==> src/source/streamer_defs.svh <==
// ------------------------------
// memory source streamer defines
// widths, fifo depths and the
// beat counter width
// ------------------------------

`ifndef STREAMER_DEFS_SVH
`define STREAMER_DEFS_SVH

`define STREAM_DW 32              // output stream word
`define MEM_DW    (`STREAM_DW + 32) // one spare bank for misaligned reads

`define ADDR_W 32 // byte address
`define LEN_W  16 // per-dimension length
`define CNT_W  32 // holds len0 * len1

`define ADDR_FIFO_DEPTH 2
// must cover every read in flight between gnt and rvalid
`define OFS_FIFO_DEPTH  8

`endif

==> src/source/streamer_pkg.sv <==
// ------------------------------
// streamer_pkg
// shared types of the memory
// source streamer
// ------------------------------

`include "streamer_defs.svh"

package streamer_pkg;

  typedef logic [`ADDR_W-1:0]    addr_t;        // byte address
  typedef logic [`LEN_W-1:0]     len_t;         // dimension length
  typedef logic [1:0]            byte_ofs_t;    // byte within a 32-bit bank
  typedef logic [`STREAM_DW-1:0] stream_word_t;
  typedef logic [`MEM_DW-1:0]    mem_word_t;

  // two-dimensional walk: base + i*stride0 + j*stride1
  typedef struct packed {
    addr_t base;
    addr_t stride0;
    len_t  len0;    // inner count
    addr_t stride1;
    len_t  len1;    // outer count
  } pattern_t;

  typedef enum logic [1:0] {
    IDLE    = 2'd0, // waiting for start
    WORKING = 2'd1, // addresses still being generated
    DONE    = 2'd2  // draining the last beats
  } state_e;

endpackage

==> src/source/mem_port_if.sv <==
// ------------------------------
// mem_port_if
// request/grant read port with a
// valid/ready response
// ------------------------------

`timescale 1ns/1ps

interface mem_port_if;

  logic                    req;
  streamer_pkg::addr_t     addr;   // full byte address, low bits masked at the pins
  logic                    gnt;
  logic                    rvalid;
  streamer_pkg::mem_word_t rdata;
  logic                    rready;

  // request side, the controller
  modport issuer (
    output req,
    output addr,
    input  gnt
  );

  // response side, tracks offsets of granted requests
  modport observer (
    input  req,
    input  addr,
    input  gnt,
    input  rvalid,
    input  rdata,
    output rready
  );

  // memory end, toward the top-level pins
  modport memory (
    input  req,
    input  addr,
    input  rready,
    output gnt,
    output rvalid,
    output rdata
  );

endinterface

==> src/source/addr_gen.sv <==
// ------------------------------
// addr_gen
// walks a 2-d byte address pattern
// one address at a time, stalls
// under back-pressure
// ------------------------------

`timescale 1ns/1ps

module addr_gen (
  input  logic                   clk_i,
  input  logic                   rst_ni,
  input  logic                   clear_i,
  input  logic                   start_i,
  input  streamer_pkg::pattern_t pattern_i,
  output logic                   addr_valid_o,
  input  logic                   addr_ready_i,
  output streamer_pkg::addr_t    addr_o,
  output logic                   gen_done_o
);

  streamer_pkg::addr_t stride0_q;
  streamer_pkg::addr_t stride1_q;
  streamer_pkg::len_t  len0_q;
  streamer_pkg::len_t  len1_q;
  streamer_pkg::len_t  i_q;    // inner index
  streamer_pkg::len_t  j_q;    // outer index
  streamer_pkg::addr_t addr_q; // base + i*stride0 + j*stride1
  streamer_pkg::addr_t row_q;  // base + j*stride1
  logic                valid_q;
  logic                done_q;
  logic                xfer;
  logic                last_i;
  logic                last_j;

  assign xfer   = valid_q & addr_ready_i;
  assign last_i = (i_q == len0_q - 1'b1);
  assign last_j = (j_q == len1_q - 1'b1);

  // pattern and running sums
  always_ff @(posedge clk_i) begin
    if (start_i) begin
      stride0_q <= pattern_i.stride0;
      stride1_q <= pattern_i.stride1;
      len0_q    <= pattern_i.len0;
      len1_q    <= pattern_i.len1;
      addr_q    <= pattern_i.base;
      row_q     <= pattern_i.base;
    end else if (xfer) begin
      if (last_i) begin
        row_q  <= row_q + stride1_q; // next row
        addr_q <= row_q + stride1_q;
      end else begin
        addr_q <= addr_q + stride0_q;
      end
    end
  end

  always_ff @(posedge clk_i or negedge rst_ni) begin
    if (!rst_ni) begin
      valid_q <= 1'b0;
      done_q  <= 1'b0;
      i_q     <= '0;
      j_q     <= '0;
    end else if (clear_i) begin
      valid_q <= 1'b0;
      done_q  <= 1'b0;
      i_q     <= '0;
      j_q     <= '0;
    end else begin
      done_q <= 1'b0; // single-cycle pulse
      if (start_i) begin
        valid_q <= 1'b1; // first address next cycle
        i_q     <= '0;
        j_q     <= '0;
      end else if (xfer) begin
        if (last_i) begin
          i_q <= '0;
          if (last_j) begin
            valid_q <= 1'b0; // final address taken
            done_q  <= 1'b1;
          end else begin
            j_q <= j_q + 1'b1;
          end
        end else begin
          i_q <= i_q + 1'b1;
        end
      end
    end
  end

  assign addr_valid_o = valid_q;
  assign addr_o       = addr_q;
  assign gen_done_o   = done_q;

endmodule

==> src/source/stream_fifo.sv <==
// ------------------------------
// stream_fifo
// valid/ready circular buffer of
// any payload type
// ------------------------------

`timescale 1ns/1ps

module stream_fifo #(
  parameter type payload_t = logic,
  parameter int  DEPTH     = 2
) (
  input  logic     clk_i,
  input  logic     rst_ni,
  input  logic     clear_i,
  input  logic     push_valid_i,
  output logic     push_ready_o,
  input  payload_t push_data_i,
  output logic     pop_valid_o,
  input  logic     pop_ready_i,
  output payload_t pop_data_o,
  output logic     empty_o
);

  localparam int PTR_W = (DEPTH > 1) ? $clog2(DEPTH) : 1;
  localparam int CNT_W = $clog2(DEPTH + 1);

  payload_t         mem_q [DEPTH];
  logic [PTR_W-1:0] wr_ptr_q;
  logic [PTR_W-1:0] rd_ptr_q;
  logic [CNT_W-1:0] count_q;
  logic             push;
  logic             pop;

  assign push_ready_o = (count_q != CNT_W'(DEPTH)); // drops when full
  assign pop_valid_o  = (count_q != '0);
  assign empty_o      = (count_q == '0);
  assign pop_data_o   = mem_q[rd_ptr_q];
  assign push         = push_valid_i & push_ready_o;
  assign pop          = pop_valid_o & pop_ready_i;

  always_ff @(posedge clk_i) begin
    if (push) begin
      mem_q[wr_ptr_q] <= push_data_i;
    end
  end

  always_ff @(posedge clk_i or negedge rst_ni) begin
    if (!rst_ni) begin
      wr_ptr_q <= '0;
      rd_ptr_q <= '0;
      count_q  <= '0;
    end else if (clear_i) begin
      wr_ptr_q <= '0; // flush
      rd_ptr_q <= '0;
      count_q  <= '0;
    end else begin
      if (push) begin
        wr_ptr_q <= (wr_ptr_q == PTR_W'(DEPTH - 1)) ? '0 : wr_ptr_q + 1'b1;
      end
      if (pop) begin
        rd_ptr_q <= (rd_ptr_q == PTR_W'(DEPTH - 1)) ? '0 : rd_ptr_q + 1'b1;
      end
      case ({push, pop})
        2'b10:   count_q <= count_q + 1'b1;
        2'b01:   count_q <= count_q - 1'b1;
        default: count_q <= count_q;
      endcase
    end
  end

  // a push refused while full is held until the buffer has room
  a_push_held_full: assert property (@(posedge clk_i) disable iff (!rst_ni || clear_i)
    push_valid_i && !push_ready_o |=> push_valid_i);

  a_count_bound: assert property (@(posedge clk_i) disable iff (!rst_ni)
    count_q <= CNT_W'(DEPTH));

endmodule

==> src/source/realign_buffer.sv <==
// ------------------------------
// realign_buffer
// tracks byte offsets of granted
// reads, holds the response and
// realigns it into the stream
// ------------------------------

`timescale 1ns/1ps

`include "streamer_defs.svh"

module realign_buffer (
  input  logic                       clk_i,
  input  logic                       rst_ni,
  input  logic                       clear_i,
  mem_port_if.observer               mem,
  output logic                       stream_valid_o,
  input  logic                       stream_ready_i,
  output streamer_pkg::stream_word_t stream_data_o,
  output logic                       beat_o
);

  logic                    ofs_push;
  logic                    ofs_push_ready;
  logic                    ofs_valid;
  streamer_pkg::byte_ofs_t ofs;         // offset of the beat at the head
  logic                    hold_valid_q;
  streamer_pkg::mem_word_t hold_data_q;
  streamer_pkg::mem_word_t word;
  streamer_pkg::mem_word_t shifted;

  assign ofs_push = mem.req & mem.gnt; // one entry per accepted read

  stream_fifo #(
    .payload_t ( streamer_pkg::byte_ofs_t ),
    .DEPTH     ( `OFS_FIFO_DEPTH          )
  ) u_ofs_fifo (
    .clk_i        ( clk_i          ),
    .rst_ni       ( rst_ni         ),
    .clear_i      ( clear_i        ),
    .push_valid_i ( ofs_push       ),
    .push_ready_o ( ofs_push_ready ),
    .push_data_i  ( mem.addr[1:0]  ),
    .pop_valid_o  ( ofs_valid      ),
    .pop_ready_i  ( beat_o         ),
    .pop_data_o   ( ofs            ),
    .empty_o      (                )
  );

  assign mem.rready     = stream_ready_i; // stall the memory with the stream
  assign stream_valid_o = mem.rvalid | hold_valid_q;
  assign beat_o         = stream_valid_o & stream_ready_i;

  // the held word wins so the stream data stays put while waiting
  assign word          = hold_valid_q ? hold_data_q : mem.rdata;
  assign shifted       = word >> {ofs, 3'b000};
  assign stream_data_o = shifted[`STREAM_DW-1:0];

  always_ff @(posedge clk_i or negedge rst_ni) begin
    if (!rst_ni) begin
      hold_valid_q <= 1'b0;
    end else if (clear_i) begin
      hold_valid_q <= 1'b0;
    end else if (beat_o) begin
      hold_valid_q <= 1'b0; // taken
    end else if (mem.rvalid) begin
      hold_valid_q <= 1'b1; // stalled beat
    end
  end

  always_ff @(posedge clk_i) begin
    if (mem.rvalid && !hold_valid_q) begin
      hold_data_q <= mem.rdata;
    end
  end

  // offset fifo must be deep enough for the memory latency
  a_ofs_no_overflow: assert property (@(posedge clk_i) disable iff (!rst_ni)
    ofs_push |-> ofs_push_ready);

  a_rvalid_has_ofs: assert property (@(posedge clk_i) disable iff (!rst_ni)
    mem.rvalid |-> ofs_valid);

endmodule

==> src/source/source_ctrl.sv <==
// ------------------------------
// source_ctrl
// idle/working/done sequencing,
// read request issue and beat
// counting
// ------------------------------

`timescale 1ns/1ps

`include "streamer_defs.svh"

module source_ctrl (
  input  logic                   clk_i,
  input  logic                   rst_ni,
  input  logic                   clear_i,
  input  logic                   start_i,
  input  streamer_pkg::pattern_t pattern_i,
  input  logic                   gen_done_i,
  input  logic                   fifo_valid_i,
  output logic                   fifo_ready_o,
  input  streamer_pkg::addr_t    fifo_addr_i,
  input  logic                   fifo_empty_i,
  input  logic                   stream_ready_i,
  input  logic                   beat_i,
  mem_port_if.issuer             mem,
  output logic                   ready_start_o,
  output logic                   done_o
);

  streamer_pkg::state_e state_q;
  streamer_pkg::state_e state_d;
  logic                 done_q;
  logic                 done_d;
  logic                 start_ok;
  logic [`CNT_W-1:0]    total_q; // len0 * len1
  logic [`CNT_W-1:0]    cnt_q;   // delivered beats

  assign start_ok = start_i & (state_q == streamer_pkg::IDLE);

  always_comb begin
    state_d = state_q;
    done_d  = 1'b0;
    case (state_q)
      streamer_pkg::IDLE:    if (start_i) state_d = streamer_pkg::WORKING;
      streamer_pkg::WORKING: if (gen_done_i) state_d = streamer_pkg::DONE;
      streamer_pkg::DONE: begin
        if (done_q) begin
          state_d = streamer_pkg::IDLE; // leave with the pulse
        end else if (fifo_empty_i && (cnt_q == total_q)) begin
          done_d = 1'b1;
        end
      end
      default: state_d = streamer_pkg::IDLE;
    endcase
  end

  always_ff @(posedge clk_i or negedge rst_ni) begin
    if (!rst_ni) begin
      state_q <= streamer_pkg::IDLE;
      done_q  <= 1'b0;
      cnt_q   <= '0;
    end else if (clear_i) begin
      state_q <= streamer_pkg::IDLE;
      done_q  <= 1'b0;
      cnt_q   <= '0;
    end else begin
      state_q <= state_d;
      done_q  <= done_d;
      if (start_ok) begin
        cnt_q <= '0;
      end else if (beat_i) begin
        cnt_q <= cnt_q + 1'b1;
      end
    end
  end

  always_ff @(posedge clk_i) begin
    if (start_ok) begin
      total_q <= `CNT_W'(pattern_i.len0) * `CNT_W'(pattern_i.len1);
    end
  end

  // issue only when the stream can take the result
  assign mem.req      = (state_q != streamer_pkg::IDLE) & fifo_valid_i & stream_ready_i;
  assign mem.addr     = fifo_addr_i;
  assign fifo_ready_o = mem.req & mem.gnt; // pop on grant

  assign ready_start_o = (state_q == streamer_pkg::IDLE);
  assign done_o        = done_q;

  // no stream beat arrives outside a job
  a_no_beat_idle: assert property (@(posedge clk_i) disable iff (!rst_ni)
    (state_q == streamer_pkg::IDLE) |-> !beat_i);

  // done is a single pulse and is followed by ready_start
  a_done_pulse: assert property (@(posedge clk_i) disable iff (!rst_ni)
    done_o |=> !done_o && ready_start_o);

endmodule

==> src/source/mem_source_top.sv <==
// ------------------------------
// mem_source_top
// memory source streamer, 2-d
// read pattern to a 32-bit stream
// ------------------------------

`timescale 1ns/1ps

`include "streamer_defs.svh"

module mem_source_top (
  input  logic                       clk_i,
  input  logic                       rst_ni,
  input  logic                       clear_i,
  input  logic                       start_i,
  input  streamer_pkg::addr_t        base_i,
  input  streamer_pkg::addr_t        stride0_i,
  input  streamer_pkg::len_t         len0_i,
  input  streamer_pkg::addr_t        stride1_i,
  input  streamer_pkg::len_t         len1_i,
  output logic                       ready_start_o,
  output logic                       done_o,
  output logic                       mem_req_o,
  output streamer_pkg::addr_t        mem_addr_o,
  input  logic                       mem_gnt_i,
  input  logic                       mem_rvalid_i,
  input  streamer_pkg::mem_word_t    mem_rdata_i,
  output logic                       mem_rready_o,
  output logic                       stream_valid_o,
  input  logic                       stream_ready_i,
  output streamer_pkg::stream_word_t stream_data_o
);

  streamer_pkg::pattern_t pattern;
  logic                   gen_start;  // start seen by the generator
  logic                   gen_valid;
  logic                   gen_ready;
  streamer_pkg::addr_t    gen_addr;
  logic                   gen_done;
  logic                   fifo_valid;
  logic                   fifo_ready;
  streamer_pkg::addr_t    fifo_addr;
  logic                   fifo_empty;
  logic                   beat;

  mem_port_if u_mem_port ();

  assign pattern = '{
    base:    base_i,
    stride0: stride0_i,
    len0:    len0_i,
    stride1: stride1_i,
    len1:    len1_i
  };

  assign gen_start = start_i & ready_start_o;

  // memory pins carry the word address with the byte offset cleared
  assign mem_req_o          = u_mem_port.req;
  assign mem_addr_o         = {u_mem_port.addr[`ADDR_W-1:2], 2'b00};
  assign u_mem_port.gnt     = mem_gnt_i;
  assign u_mem_port.rvalid  = mem_rvalid_i;
  assign u_mem_port.rdata   = mem_rdata_i;
  assign mem_rready_o       = u_mem_port.rready;

  addr_gen u_addr_gen (
    .clk_i        ( clk_i     ),
    .rst_ni       ( rst_ni    ),
    .clear_i      ( clear_i   ),
    .start_i      ( gen_start ),
    .pattern_i    ( pattern   ),
    .addr_valid_o ( gen_valid ),
    .addr_ready_i ( gen_ready ),
    .addr_o       ( gen_addr  ),
    .gen_done_o   ( gen_done  )
  );

  stream_fifo #(
    .payload_t ( streamer_pkg::addr_t ),
    .DEPTH     ( `ADDR_FIFO_DEPTH     )
  ) u_addr_fifo (
    .clk_i        ( clk_i      ),
    .rst_ni       ( rst_ni     ),
    .clear_i      ( clear_i    ),
    .push_valid_i ( gen_valid  ),
    .push_ready_o ( gen_ready  ),
    .push_data_i  ( gen_addr   ),
    .pop_valid_o  ( fifo_valid ),
    .pop_ready_i  ( fifo_ready ),
    .pop_data_o   ( fifo_addr  ),
    .empty_o      ( fifo_empty )
  );

  source_ctrl u_source_ctrl (
    .clk_i          ( clk_i          ),
    .rst_ni         ( rst_ni         ),
    .clear_i        ( clear_i        ),
    .start_i        ( start_i        ),
    .pattern_i      ( pattern        ),
    .gen_done_i     ( gen_done       ),
    .fifo_valid_i   ( fifo_valid     ),
    .fifo_ready_o   ( fifo_ready     ),
    .fifo_addr_i    ( fifo_addr      ),
    .fifo_empty_i   ( fifo_empty     ),
    .stream_ready_i ( stream_ready_i ),
    .beat_i         ( beat           ),
    .mem            ( u_mem_port     ),
    .ready_start_o  ( ready_start_o  ),
    .done_o         ( done_o         )
  );

  realign_buffer u_realign_buffer (
    .clk_i          ( clk_i          ),
    .rst_ni         ( rst_ni         ),
    .clear_i        ( clear_i        ),
    .mem            ( u_mem_port     ),
    .stream_valid_o ( stream_valid_o ),
    .stream_ready_i ( stream_ready_i ),
    .stream_data_o  ( stream_data_o  ),
    .beat_o         ( beat           )
  );

endmodule

==> config.mk <==
export PLATFORM = sky130hd
export DESIGN_NAME = mem_source_top
export DESIGN_NICKNAME = d
export VERILOG_FILES = /design/src/source/streamer_pkg.sv /design/src/source/mem_port_if.sv /design/src/source/addr_gen.sv /design/src/source/stream_fifo.sv /design/src/source/realign_buffer.sv /design/src/source/source_ctrl.sv /design/src/source/mem_source_top.sv
export VERILOG_INCLUDE_DIRS = /design/src /design/src/source
export SDC_FILE = /design/constraint.sdc
export NUM_CORES = 1
export LEC_CHECK = 0
export BUFFER_PORTS_ARGS = -buffer_cell sky130_fd_sc_hd__buf_2
export CORE_MARGIN = 2
export CORE_UTILIZATION = 25
export CTS_CLUSTER_SIZE = 12
export DETAILED_ROUTE_END_ITERATION = 10
export GPL_ROUTABILITY_DRIVEN = 0
export HOLD_SLACK_MARGIN = 0.06
export PLACE_DENSITY_LB_ADDON = 0.25
export SLEW_MARGIN = 20
export SYNTH_ARGS = -nofsm -noshare
export SYNTH_HDL_FRONTEND = slang
export SYNTH_SLANG_ARGS = --single-unit
export TNS_END_PERCENT = 20
==> constraint.sdc <==
create_clock -name clk_i -period 7.49 [get_ports clk_i]
set_input_delay 0.749 -clock clk_i [delete_from_list [all_inputs] [get_ports clk_i]]
set_output_delay 0.749 -clock clk_i [all_outputs]
set_load 0.005 [all_outputs]
==> summary.txt, run 1 <==
STA
  – Tmin final: 6.524 ns
  – Fin crit share: between 80% and 90%
  – Worst-Margin Slew: 1.089 ns
  – Final Hold Viols: 0
  – Fmax: 153.3 MHz
  – Final Setup Violations: 0
  – Setup TNS Final: 0 ns
  – Setup WS post-layout: about 0.97 ns
  – Unrepaired setup endpoints after global routing: false
  – Slew Limit Fails: 0
  – Relative slew slack: 27.43%
  – Final Skew: 0.05460 ns

Floorplan
  – Row cnt: 127
  – Num ports: 268
  – Chip width: between 300 and 400 µm
  – Initial Util: about a quarter
  – Die footprint: 0.1229 mm²
  – Die height: 350.6 µm
  – Core ar.: 0.1195 mm²

Clocking
  – Clock Latency Late Sink: between 0.6 and 0.7 ns
  – CTS resizes: 0
  – # hold bufs at CTS: 0
  – Max clock buf depth: 3
  – H-tree depth: 2
  – Reg clk slew, reported paths: 0.06 ns
  – TritonCTS Buffers: 50
  – Clk root buf: clkbuf_16
  – Post-CTS Setup Inserts: 0
  – CTS tree: built
  – Clk sinks: between 400 and 500

Drt
  – DRC Markers: 0
  – Via/cell ratio: 4.456
  – Via count: 20524
  – Avg WL per Cell: around 17 µm
  – Drt pass-1 iters: 5
  – Antenna Nets Post-Route: 0
  – Initial DRC Count: ~1100
  – Total Wirelength: 78940 µm

Logic synthesis
  – Cell count after synthesis: about 2700
  – Post-synth EDFFs: 328
  – Area leader, netlist: edfxtp_1
  – Synth top cells by count: edfxtp_1, nand2_1, inv_1, fa_1, nor2_1
  – Ys Warns: 0
  – Asr flop ratio synth: around a fifth
  – Synth area leaders: edfxtp_1, fa_1, ha_1
  – Cell with the most instances after synthesis: edfxtp_1
  – Sequential cell area fraction in the yosys report: 39.80%
  – Yosys cell types: 80
  – Primary FF master, synth: edfxtp_1
  – Top cell type's share of synthesized area: 32.80%
  – Syn Std Cell Area: around 0.03 mm²
  – Seq cells post-synth: 412
  – Mean post-synth cell area: approximately 11 µm²

Power
  – PD cells: ~330 mW/mm²
  – Worst ir drop on vdd: 0.3163 mV
  – Pleak: 0.01429 µW

Final layout
  – Layout overhead on the synthesized area: 15.98%
  – Non-Filler Instances: 4606
  – Final core utilization: 29.14%
  – Share of cells above drive strength 1: 17.12%
  – Fin nets: 3524
  – Post-route cell area: roughly 0.035 mm²

Setup path
  – CP startpoint: len1_i[1]
  – Worst reg2reg endpoint: u_addr_gen.row_q[27]$_DFFE_PP_
  – R2R Setup Slk: 3.28 ns
  – Worst reg-to-reg path cell count: 8
  – CP max FO: 17
  – Worst Setup EP: u_source_ctrl.total_q[29]$_DFFE_PP_
  – Critical Path Sink Type: flop
  – Reg2reg start: u_addr_gen.len0_q[7]$_DFFE_PP_
  – Crit path kind: in -> reg
  – CP startpoint kind: input port
  – Critical Path RT: 7.82 ns
  – WP data arrival: between 6 and 7 ns

Global route
  – Total gr overflow: 0
  – First-pass GRT wire length: 122300 µm
  – GRT Total Usage: 12.74%
  – Vias in the first global route: around 21000
  – Pin count of the biggest net entering global routing: between 70 and 80
  – Initial antenna violation count: 9

Placed design
  – Dpl cells: 4511
  – Post-DP HPWL: 59590 µm
  – Post-Place Worst Slack: 0.3609 ns
  – Port Buffers: ~260
  – Cell Area, Placed: 0.03305 mm²

Run
  – Max Cap Viol: 0

Outcome
  – Status: complete, no violations

Hold path
  – Worst hold-check path type: in -> async
==> sequential cells by signal (all words and copies together) (netlist names), 32 cells and up <==
name	count
u_addr_gen.addr_o	32
u_addr_gen.row_q	32
u_addr_fifo.mem_q	64
u_addr_gen.stride1_q	32
u_realign_buffer.hold_data_q	56
u_addr_gen.stride0_q	32
u_source_ctrl.total_q	32
u_source_ctrl.cnt_q	32
==> kinds of logic after synthesis <==
group | count (synthesis) | share of synthesized area, %
AOI/OAI and AO/OA | 387 | 8.126
and+or+nand+nor | 829 | 13.56
other | 1 | 0.01249
DFF | 412 | 39.80
muxes | 127 | 6.476
buffers and inverters | 392 | 5.355
adders and majority gates | 374 | 20.51
xor gates and xnor gates | 211 | 6.155
==> per-layer routing <==
| metal | up-vias | GRT usage (%) | wire (µm) |
|---|---|---|---|
| met4 | 4 | 3.241 | 1731 |
| met2 | 333 | 21.69 | 38250 |
| met5 | - | 0 | 18 |
| li1 | 9897 | - | - |
| met3 | 95 | 1.686 | 2934 |
| met1 | 10195 | 17.03 | 36010 |
==> critical path, cell delays in order <==
cell,delay [ns]
buf_2,0.33
nand2_1,0.15
fa_1,0.53
fa_1,0.58
fa_1,0.45
fa_1,0.55
inv_1,0.05
fa_1,0.48
inv_1,0.05
fa_1,0.47
inv_1,0.04
ha_1,0.33
and4_1,0.23
a21oi_1,0.13
a21boi_0,0.34
a31oi_1,0.22
a21oi_1,0.30
o31ai_1,0.20
a31oi_1,0.32
nor3_1,0.08
a311o_1,0.28
==> through the flow <==
step                      power [µW]  hold slack [ns]
after global placement          9124           0.4612
after floorplan                 7619           0.4429
after global routing           12700           0.1659
final                          11590           0.1386
after CTS                      11810           0.1429
after detailed placement        9095           0.4603
==> cell type report <==
| cell class | instances | area, µm² |
|---|---|---|
| Antenna cell | 4 | 10.01 |
| Clock buffer | 56 | 1274 |
| Clock inverter | 35 | 490.5 |
| Fill cell | 12578 | 84670 |
| Inverter | 269 | 1017 |
| Multi-Input combinational cell | 1930 | 16540 |
| Sequential cell | 412 | 11950 |
| Tap cell | 1612 | 2017 |
| Timing Repair Buffer | 288 | 1521 |
==> worst min path at each step <==
stage | start | end | cells past startpoint
floorplan | u_addr_gen.gen_done_o$_DFF_PN0_ | u_source_ctrl.state_q[0]$_DFFE_PN0P_ | 1
global placement | u_addr_gen.addr_o[16]$_DFFE_PP_ | u_addr_fifo.mem_q[0][16]$_DFFE_PP_ | 0
detailed placement | u_addr_gen.gen_done_o$_DFF_PN0_ | u_source_ctrl.state_q[0]$_DFFE_PN0P_ | 1
CTS | rst_ni | u_realign_buffer.hold_valid_q$_DFFE_PN0P_ | 1
global route | rst_ni | u_realign_buffer.u_ofs_fifo.rd_ptr_q[1]$_DFFE_PN0P_ | 1
finish | rst_ni | u_realign_buffer.hold_valid_q$_DFFE_PN0P_ | 1
==> power by group <==
part | switching [µW] | internal, µW | leakage (µW)
sequential | 144 | 3070 | 0.00428
clock | 1040 | 1580 | 0.000849
combinational | 3260 | 2510 | 0.00917
total | 4440 | 7150 | 0.0143
==> cell usage in the layout, fill, tap and decap left out, drive strengths merged, types with 101 or more instances in the layout <==
master | Yosys | final
edfxtp | 328 | 328
buf | 42 | 288
inv | 269 | 270
nand2 | 269 | 269
fa | 197 | 197
nor2 | 180 | 180
ha | 177 | 177
and2 | 131 | 131
a21oi | 109 | 109
xor2 | 106 | 106
xnor2 | 105 | 105
o21ai | 101 | 101
Power figures use the tool's default switching activity.
==> run 2: changes to the inputs <==
--- a/config.mk
+++ b/config.mk
@@ -8,7 +8,7 @@
 export LEC_CHECK = 0
 export BUFFER_PORTS_ARGS = -buffer_cell sky130_fd_sc_hd__buf_2
 export CORE_MARGIN = 2
-export CORE_UTILIZATION = 25
+export CORE_UTILIZATION = 61
 export CTS_CLUSTER_SIZE = 12
 export DETAILED_ROUTE_END_ITERATION = 10
 export GPL_ROUTABILITY_DRIVEN = 0
==> constraint.sdc (replaced) <==
create_clock -name clk_i -period 7.49 [get_ports clk_i]
set_input_delay 0.749 -clock clk_i [delete_from_list [all_inputs] [get_ports clk_i]]
set_output_delay 0.749 -clock clk_i [all_outputs]
set_load 0.01 [all_outputs]
==> run 2 against run 1 <==
Net effect: cell area fell by 4.5%; global-route usage rose by 16 points; critical path depth did not move; sequential power barely moved; clock-buffer cell count rose by 8; power fell by 1.9%; sequential share of layout area rose by 1.6 points; non-clock buffer count rose by 2; register-to-register slack improved by 0.22 ns; setup slack got worse by 0.079 ns; final cell count fell by 21%; flip-flop and latch count did not move; critical endpoint unchanged; largest cell class unchanged; largest power group unchanged.
==> summary.txt, run 2 (synthesized netlist as in run 1, its figures left out) <==
Global route
  – Total gr overflow: 0 (unchanged)
  – GRT Total Usage: 28.60% (was 12.74%)
  – Pin count of the biggest net entering global routing: 102 (was 74)
  – Vias in the first global route: 22309 (was 20921)
  – Initial antenna violation count: 8 (was 9)
  – First-pass GRT wire length: 114400 µm (was 122300 µm)

Setup path
  – Crit path kind: in -> reg (unchanged)
  – Critical Path Sink Type: flop (unchanged)
  – WP data arrival: 6.92 ns (was 6.85 ns)
  – CP max FO: 17 (unchanged)
  – Critical Path RT: 7.81 ns (was 7.82 ns)
  – R2R Setup Slk: 3.50 ns (was 3.28 ns)
  – CP startpoint kind: input port (unchanged)

STA
  – Unrepaired setup endpoints after global routing: false (unchanged)
  – WHS: 0.3410 ns (was 0.1386 ns)
  – Worst-Margin Slew: 1.114 ns (was 1.089 ns)
  – Relative slew slack: 23.80% (was 27.43%)
  – Final Skew: 0.02085 ns (was 0.05460 ns)
  – Fmax: 151.5 MHz (was 153.3 MHz)
  – Tmin final: 6.603 ns (was 6.524 ns)
  – Final Hold Viols: 0 (unchanged)
  – Slew Limit Fails: 0 (unchanged)
  – Setup TNS Final: 0 ns (unchanged)
  – Final Setup Violations: 0 (unchanged)
  – Fin crit share: 88.15% (was 87.10%)

Hold path
  – Worst hold-check path type: in -> reg (was in -> async)

Clocking
  – Clk sinks: 412 (unchanged)
  – Clk root buf: clkbuf_16 (unchanged)
  – TritonCTS Buffers: 44 (was 50)
  – Reg clk slew, reported paths: 0.06 ns (about the same)
  – Max clock buf depth: 3 (unchanged)
  – H-tree depth: 2 (unchanged)
  – Clock Latency Late Sink: 0.59 ns (was 0.63 ns)
  – Post-CTS Setup Inserts: 0 (unchanged)
  – CTS tree: built (unchanged)

Floorplan
  – Die footprint: 0.05102 mm² (was 0.1229 mm²)
  – Row cnt: 81 (was 127)
  – Chip width: 225.9 µm (was 350.6 µm)
  – Die height: 225.9 µm (was 350.6 µm)
  – Core ar.: 0.04875 mm² (was 0.1195 mm²)
  – Num ports: 268 (unchanged)
  – Initial Util: 61.59% (was 25.13%)

Final layout
  – Fill count: 3567 (was 12578)
  – Register area: 0.01195 mm² (unchanged)
  – Biggest regs: u_addr_fifo.mem_q x64, u_realign_buffer.hold_data_q x56 (unchanged)
  – Most frequent cells in the layout: edfxtp_1, nand2_1, inv_1 (unchanged)
  – Commonest non-fill, non-tap cell in the layout: edfxtp_1 (unchanged)
  – Biggest register: u_addr_fifo.mem_q (unchanged)
  – Largest register FFs: 64 (unchanged)
  – Final core utilization: 68.26% (was 29.14%)
  – Layout overhead on the synthesized area: 10.82% (was 15.98%)
  – Share of cells above drive strength 1: 16.64% (was 17.12%)
  – Multi-input gate area: 0.01654 mm² (about the same)
  – Fin nets: 3520 (was 3524)
  – Non-Filler Instances: 3654 (was 4606)

Outcome
  – Status: complete, no violations (unchanged)

Power
  – PD cells: 341.7 mW/mm² (was 332.8 mW/mm²)
  – Pleak: 0.01412 µW (was 0.01429 µW)
  – Worst ir drop on vdd: 0.4859 mV (was 0.3163 mV)
  – Power Total: 11370 µW (was 11590 µW)

Drt
  – Antenna Nets Post-Route: 0 (unchanged)
  – Drt pass-1 iters: 7 (was 5)
  – DRC Markers: 0 (unchanged)
  – Via count: 21576 (was 20524)
  – Initial DRC Count: 1781 (was 1069)
  – Avg WL per Cell: 19.61 µm (was 17.14 µm)
  – Total Wirelength: 71640 µm (was 78940 µm)
  – Via/cell ratio: 5.905 (was 4.456)

Placed design
  – Post-DP HPWL: 53050 µm (was 59590 µm)
  – Port Buffers: 257 (unchanged)
  – Dpl cells: 3563 (was 4511)

Run
  – Max Cap Viol: 0 (unchanged)
[run 2: changes by cell type in the layout (fill, tap and decap cells not counted), sizes merged]
| cell | previous run | this run |
|---|---|---|
| clkinv | 21 | 11 |
| bufinv | 10 | 1 |
| clkbuf | 56 | 64 |
| diode | 4 | 10 |
| clkinvlp | 3 | 0 |
| inv | 270 | 272 |
| buf | 288 | 289 |
| dlygate4sd3 | 0 | 1 |
[run 2: layout make-up]
cell class	count	share of cell area, %
multi-input combinational	1930	49.70
sequential	412	35.92
timing repair buffer	290	4.685
clock buffer	64	3.685
inverter	269	3.049
tap	664	2.497
clock inverter	15	0.3835
antenna	10	0.07520
[run 2: final timing paths]
check	start	endpoint	cells past startpoint
worst max register to register	u_addr_gen.addr_o[14]$_DFFE_PP_	u_addr_gen.addr_o[31]$_DFFE_PP_	10
worst min register to register	u_addr_gen.addr_o[21]$_DFFE_PP_	u_addr_fifo.mem_q[1][21]$_DFFE_PP_	0
max in group asynchronous	rst_ni	u_realign_buffer.hold_valid_q$_DFFE_PN0P_	3
min in group asynchronous	rst_ni	u_addr_gen.i_q[6]$_DFFE_PN0P_	2
worst min-delay path	stride0_i[6]	u_addr_gen.stride0_q[6]$_DFFE_PP_	1
worst max-delay path	len1_i[5]	u_source_ctrl.total_q[29]$_DFFE_PP_	21
[run 2: timing repair]
item / CTS / global route
endpoints found under the hold margin: 17 / 0
hold buffers: 1 / 0
resized for setup: 0 / 0
endpoints found under the setup margin: 0 / 0
[run 2: per-stage QoR]
step                instance area (µm²)  worst slack, ns
detailed placement                31860           0.3862
CTS                               33220           0.9669
global route                      33270           0.5637
finish                            33280           0.8873
global placement                  31860           0.4662
floorplan                         30030            1.008
[run 2: report_power, final]
part           switching [µW]  total [µW]  internal, µW
sequential                146        3210          3070
combinational            3530        6080          2550
clock                     901        2080          1180
total                    4580       11400          6790
[run 2: critical path, stage by stage]
cell and delay, ns:
buf_2 0.35, and2_1 0.23, fa_1 0.43, inv_1 0.08, fa_1 0.43, fa_1 0.50
fa_1 0.55, inv_1 0.05, fa_1 0.49, inv_1 0.05, fa_1 0.48, inv_1 0.04
ha_1 0.35, and4_1 0.23, a21oi_1 0.06, a21boi_0 0.15, a31oi_1 0.36, a21oi_1 0.20
o31ai_1 0.51, a31oi_1 0.25, a311o_1 0.36
[run 2: layer usage]
layer | GRT usage [%] | vias up | share of wire [%]
met1 | 36.78 | 10656 | 40
met2 | 49.31 | 853 | 49
met4 | 10.90 | 2 | 3.6
met5 | 0 | - | 0.015
li1 | - | 9875 | -
met3 | 4.046 | 190 | 6.9
==> run 3: changes to the inputs <==
--- a/config.mk
+++ b/config.mk
@@ -7,8 +7,10 @@
 export NUM_CORES = 1
 export LEC_CHECK = 0
 export BUFFER_PORTS_ARGS = -buffer_cell sky130_fd_sc_hd__buf_2
+export CELL_PAD_IN_SITES_DETAIL_PLACEMENT = 2
+export CELL_PAD_IN_SITES_GLOBAL_PLACEMENT = 2
 export CORE_MARGIN = 2
-export CORE_UTILIZATION = 61
+export CORE_UTILIZATION = 41
 export CTS_CLUSTER_SIZE = 12
 export DETAILED_ROUTE_END_ITERATION = 10
 export GPL_ROUTABILITY_DRIVEN = 0
==> run 3 against run 2 <==
Net effect: die area grew 48%; critical path depth grew 2; power grew 6.8%; clock power grew 19%; sequential share of layout area shrank 0.77 points; global-route usage shrank 3.1 points; non-clock buffer count grew 8; wire length grew 36%; via count grew 2.7%; core utilization shrank 21 points; first-iteration DRC count shrank 20%; clock-buffer cell count shrank 1; critical path type unchanged; critical endpoint unchanged.
==> summary.txt, run 3 (synthesized netlist as in run 1, its figures left out) <==
Floorplan
  – Core ar.: 0.07271 mm² (was 0.04875 mm²)
  – Chip width: 274.6 µm (was 225.9 µm)
  – Initial Util: 41.30% (was 61.59%)
  – Die height: 274.6 µm (was 225.9 µm)
  – Die footprint: 0.07542 mm² (was 0.05102 mm²)
  – Num ports: 268 (unchanged)
  – Row cnt: 99 (was 81)

STA
  – Final Setup Violations: 0 (unchanged)
  – Tmin final: 6.557 ns (was 6.603 ns)
  – Fmax: 152.5 MHz (was 151.5 MHz)
  – Final Skew: 0.03714 ns (was 0.02085 ns)
  – Relative slew slack: 35.62% (was 23.80%)
  – Fin crit share: 87.54% (was 88.15%)
  – Slew Limit Fails: 0 (unchanged)
  – Unrepaired setup endpoints after global routing: false (unchanged)
  – Worst-Margin Slew: 0.9622 ns (was 1.114 ns)
  – Setup TNS Final: 0 ns (unchanged)
  – Final Hold Viols: 0 (unchanged)

Final layout
  – Non-Filler Instances: 3970 (was 3654)
  – Commonest non-fill, non-tap cell in the layout: edfxtp_1 (unchanged)
  – Final core utilization: 46.77% (was 68.26%)
  – Share of cells above drive strength 1: 17.24% (was 16.64%)
  – Layout overhead on the synthesized area: 13.25% (was 10.82%)
  – Biggest regs: u_addr_fifo.mem_q x64, u_realign_buffer.hold_data_q x56 (unchanged)
  – Fin nets: 3532 (was 3520)
  – Most frequent cells in the layout: edfxtp_1, nand2_1, inv_1 (unchanged)
  – Largest register FFs: 64 (unchanged)
  – Biggest register: u_addr_fifo.mem_q (unchanged)

Clocking
  – H-tree depth: 2 (unchanged)
  – Clk sinks: 412 (unchanged)
  – Max clock buf depth: 3 (unchanged)
  – # hold bufs at CTS: 1 (unchanged)
  – Clock Latency Late Sink: 0.62 ns (was 0.59 ns)
  – CTS resizes: 0 (unchanged)
  – Reg clk slew, reported paths: 0.06 ns (about the same)
  – CTS tree: built (unchanged)
  – Clk root buf: clkbuf_16 (unchanged)
  – Post-CTS Setup Inserts: 0 (unchanged)
  – TritonCTS Buffers: 48 (was 44)

Global route
  – Initial antenna violation count: 11 (was 8)
  – GRT Total Usage: 25.54% (was 28.60%)
  – Total gr overflow: 0 (unchanged)
  – Pin count of the biggest net entering global routing: 78 (was 102)
  – First-pass GRT wire length: 149300 µm (was 114400 µm)
  – Vias in the first global route: 25455 (was 22309)

Drt
  – Initial DRC Count: 1430 (was 1781)
  – Antenna Nets Post-Route: 0 (unchanged)
  – Avg WL per Cell: 24.54 µm (was 19.61 µm)
  – Via/cell ratio: 5.581 (was 5.905)
  – Total Wirelength: 97410 µm (was 71640 µm)
  – DRC Markers: 0 (unchanged)
  – Via count: 22155 (was 21576)
  – Drt pass-1 iters: 5 (was 7)

Setup path
  – CP max FO: 10 (was 17)
  – Cell with the largest stage delay on the worst path: fa_1 (unchanged)
  – Reg2reg start: u_addr_gen.addr_o[0]$_DFFE_PP_ (was u_addr_gen.addr_o[14]$_DFFE_PP_)
  – WP data arrival: 6.89 ns (was 6.92 ns)
  – Worst reg2reg endpoint: u_addr_gen.addr_o[30]$_DFFE_PP_ (was u_addr_gen.addr_o[31]$_DFFE_PP_)
  – Worst reg-to-reg path cell count: 13 (was 10)
  – Crit path buf inv count: 6 (was 5)
  – Worst path cell trace: buf_2, and2_1, fa_1, inv_1, fa_1, fa_1, fa_1, inv_1, fa_1, inv_1, fa_1, inv_1, ha_1, and4_1, a21oi_1, a21boi_0, a31oi_1, a21oi_1, o31ai_1, buf_4, a31oi_1, nor3_1, a311o_1 (was buf_2, and2_1, fa_1, inv_1, fa_1, fa_1, fa_1, inv_1, fa_1, inv_1, fa_1, inv_1, ha_1, and4_1, a21oi_1, a21boi_0, a31oi_1, a21oi_1, o31ai_1, a31oi_1, a311o_1)
  – Crit path kind: in -> reg (unchanged)
  – Delay-heaviest family, CP: adder cells (unchanged)
  – Critical Path RT: 7.83 ns (was 7.81 ns)
  – CP startpoint kind: input port (unchanged)
  – Delay of the slowest critical-path stage: 0.54 ns (was 0.55 ns)
  – R2R Setup Slk: 3.37 ns (was 3.50 ns)
  – Most common cell on crit path: fa_1 (unchanged)
  – Critical Path Sink Type: flop (unchanged)
  – Crit. path cell count: 23 (was 21)

Run
  – Max Cap Viol: 0 (unchanged)

Outcome
  – Status: complete, no violations (unchanged)

Power
  – Worst ir drop on vdd: 0.4605 mV (was 0.4859 mV)
  – Pleak: 0.01429 µW (was 0.01412 µW)
  – PD cells: 357.0 mW/mm² (was 341.7 mW/mm²)

Hold path
  – Worst hold-check path type: in -> reg (unchanged)
  – WHS Path Cells: 1 (unchanged)
  – Hold path endpoint: u_addr_gen.stride0_q[0]$_DFFE_PP_ (was u_addr_gen.stride0_q[6]$_DFFE_PP_)
  – Hold Startpoint: stride0_i[0] (was stride0_i[6])

Placed design
  – Dpl cells: 3866 (was 3563)
  – Post-DP HPWL: 71850 µm (was 53050 µm)
  – Port Buffers: 257 (unchanged)
## run 3: cell count changes in the layout (fill, tap and decap cells not counted), moves of 3 or more
cell,before,now
bufinv_16,1,6
buf_4,32,40
clkbuf_1,15,11
diode_2,10,13
clkinv_2,7,10
clkbuf_16,44,49
## run 3: how the worst max path moves through the flow
stage / from / endpoint / slack, ns
after floorplan: len1_i[1] / u_source_ctrl.total_q[29]$_DFFE_PP_ / 1.01
after global placement: len0_i[7] / u_source_ctrl.total_q[29]$_DFFE_PP_ / 0.44
after detailed placement: len0_i[6] / u_source_ctrl.total_q[29]$_DFFE_PP_ / 0.32
after CTS: len0_i[6] / u_source_ctrl.total_q[29]$_DFFE_PP_ / 0.94
after global routing: len0_i[6] / u_source_ctrl.total_q[29]$_DFFE_PP_ / 0.54
final: len0_i[6] / u_source_ctrl.total_q[29]$_DFFE_PP_ / 0.93
## run 3: per-layer routing
layer | global-route usage [%] | wire, µm
met1 | 31.40 | 39480
met2 | 47.32 | 52250
met3 | 2.243 | 3138
met4 | 7.838 | 2539
met5 | 0 | 0
## run 3: cell type report
type,instances,area (µm²)
repair buffers,298,1619
fillers,7391,38710
multi-input cells,1930,16550
well taps,959,1200
clock inverters,26,330.3
clock buffers,63,1309
inverters,269,1015
flip-flops and latches,412,11950
diodes,13,32.53
## run 3: per-stage QoR
step                hold slack (ns)  total power, µW  cell area, µm²  setup slack, ns
floorplan                    0.4429             7636           30030            1.008
global route                 0.2953            13070           34000           0.5385
detailed placement           0.4811             9694           32290           0.3224
finish                       0.3095            12140           34000           0.9334
global placement             0.4636             9302           32290           0.4351
CTS                          0.2746            12260           33940           0.9390
## run 3: report_power, final
part           total [µW]  internal [µW]  switching [µW]
combinational        6420           2620            3800
sequential           3240           3070             170
clock                2480           1450            1030
total               12100           7140            5000
## run 3: worst reg2reg max path: stages, from the launching register on
cell and delay [ns]:
edfxtp_1 0.44, ha_1 0.29, inv_1 0.10, fa_1 0.23, nor2b_1 0.09, o31ai_1 0.54, a21oi_1 0.27, a31oi_1 0.36
o21ai_0 0.19, a21o_1 0.27, o41ai_1 0.59, xor2_1 0.26, o31a_1 0.16, o21ai_0 0.08
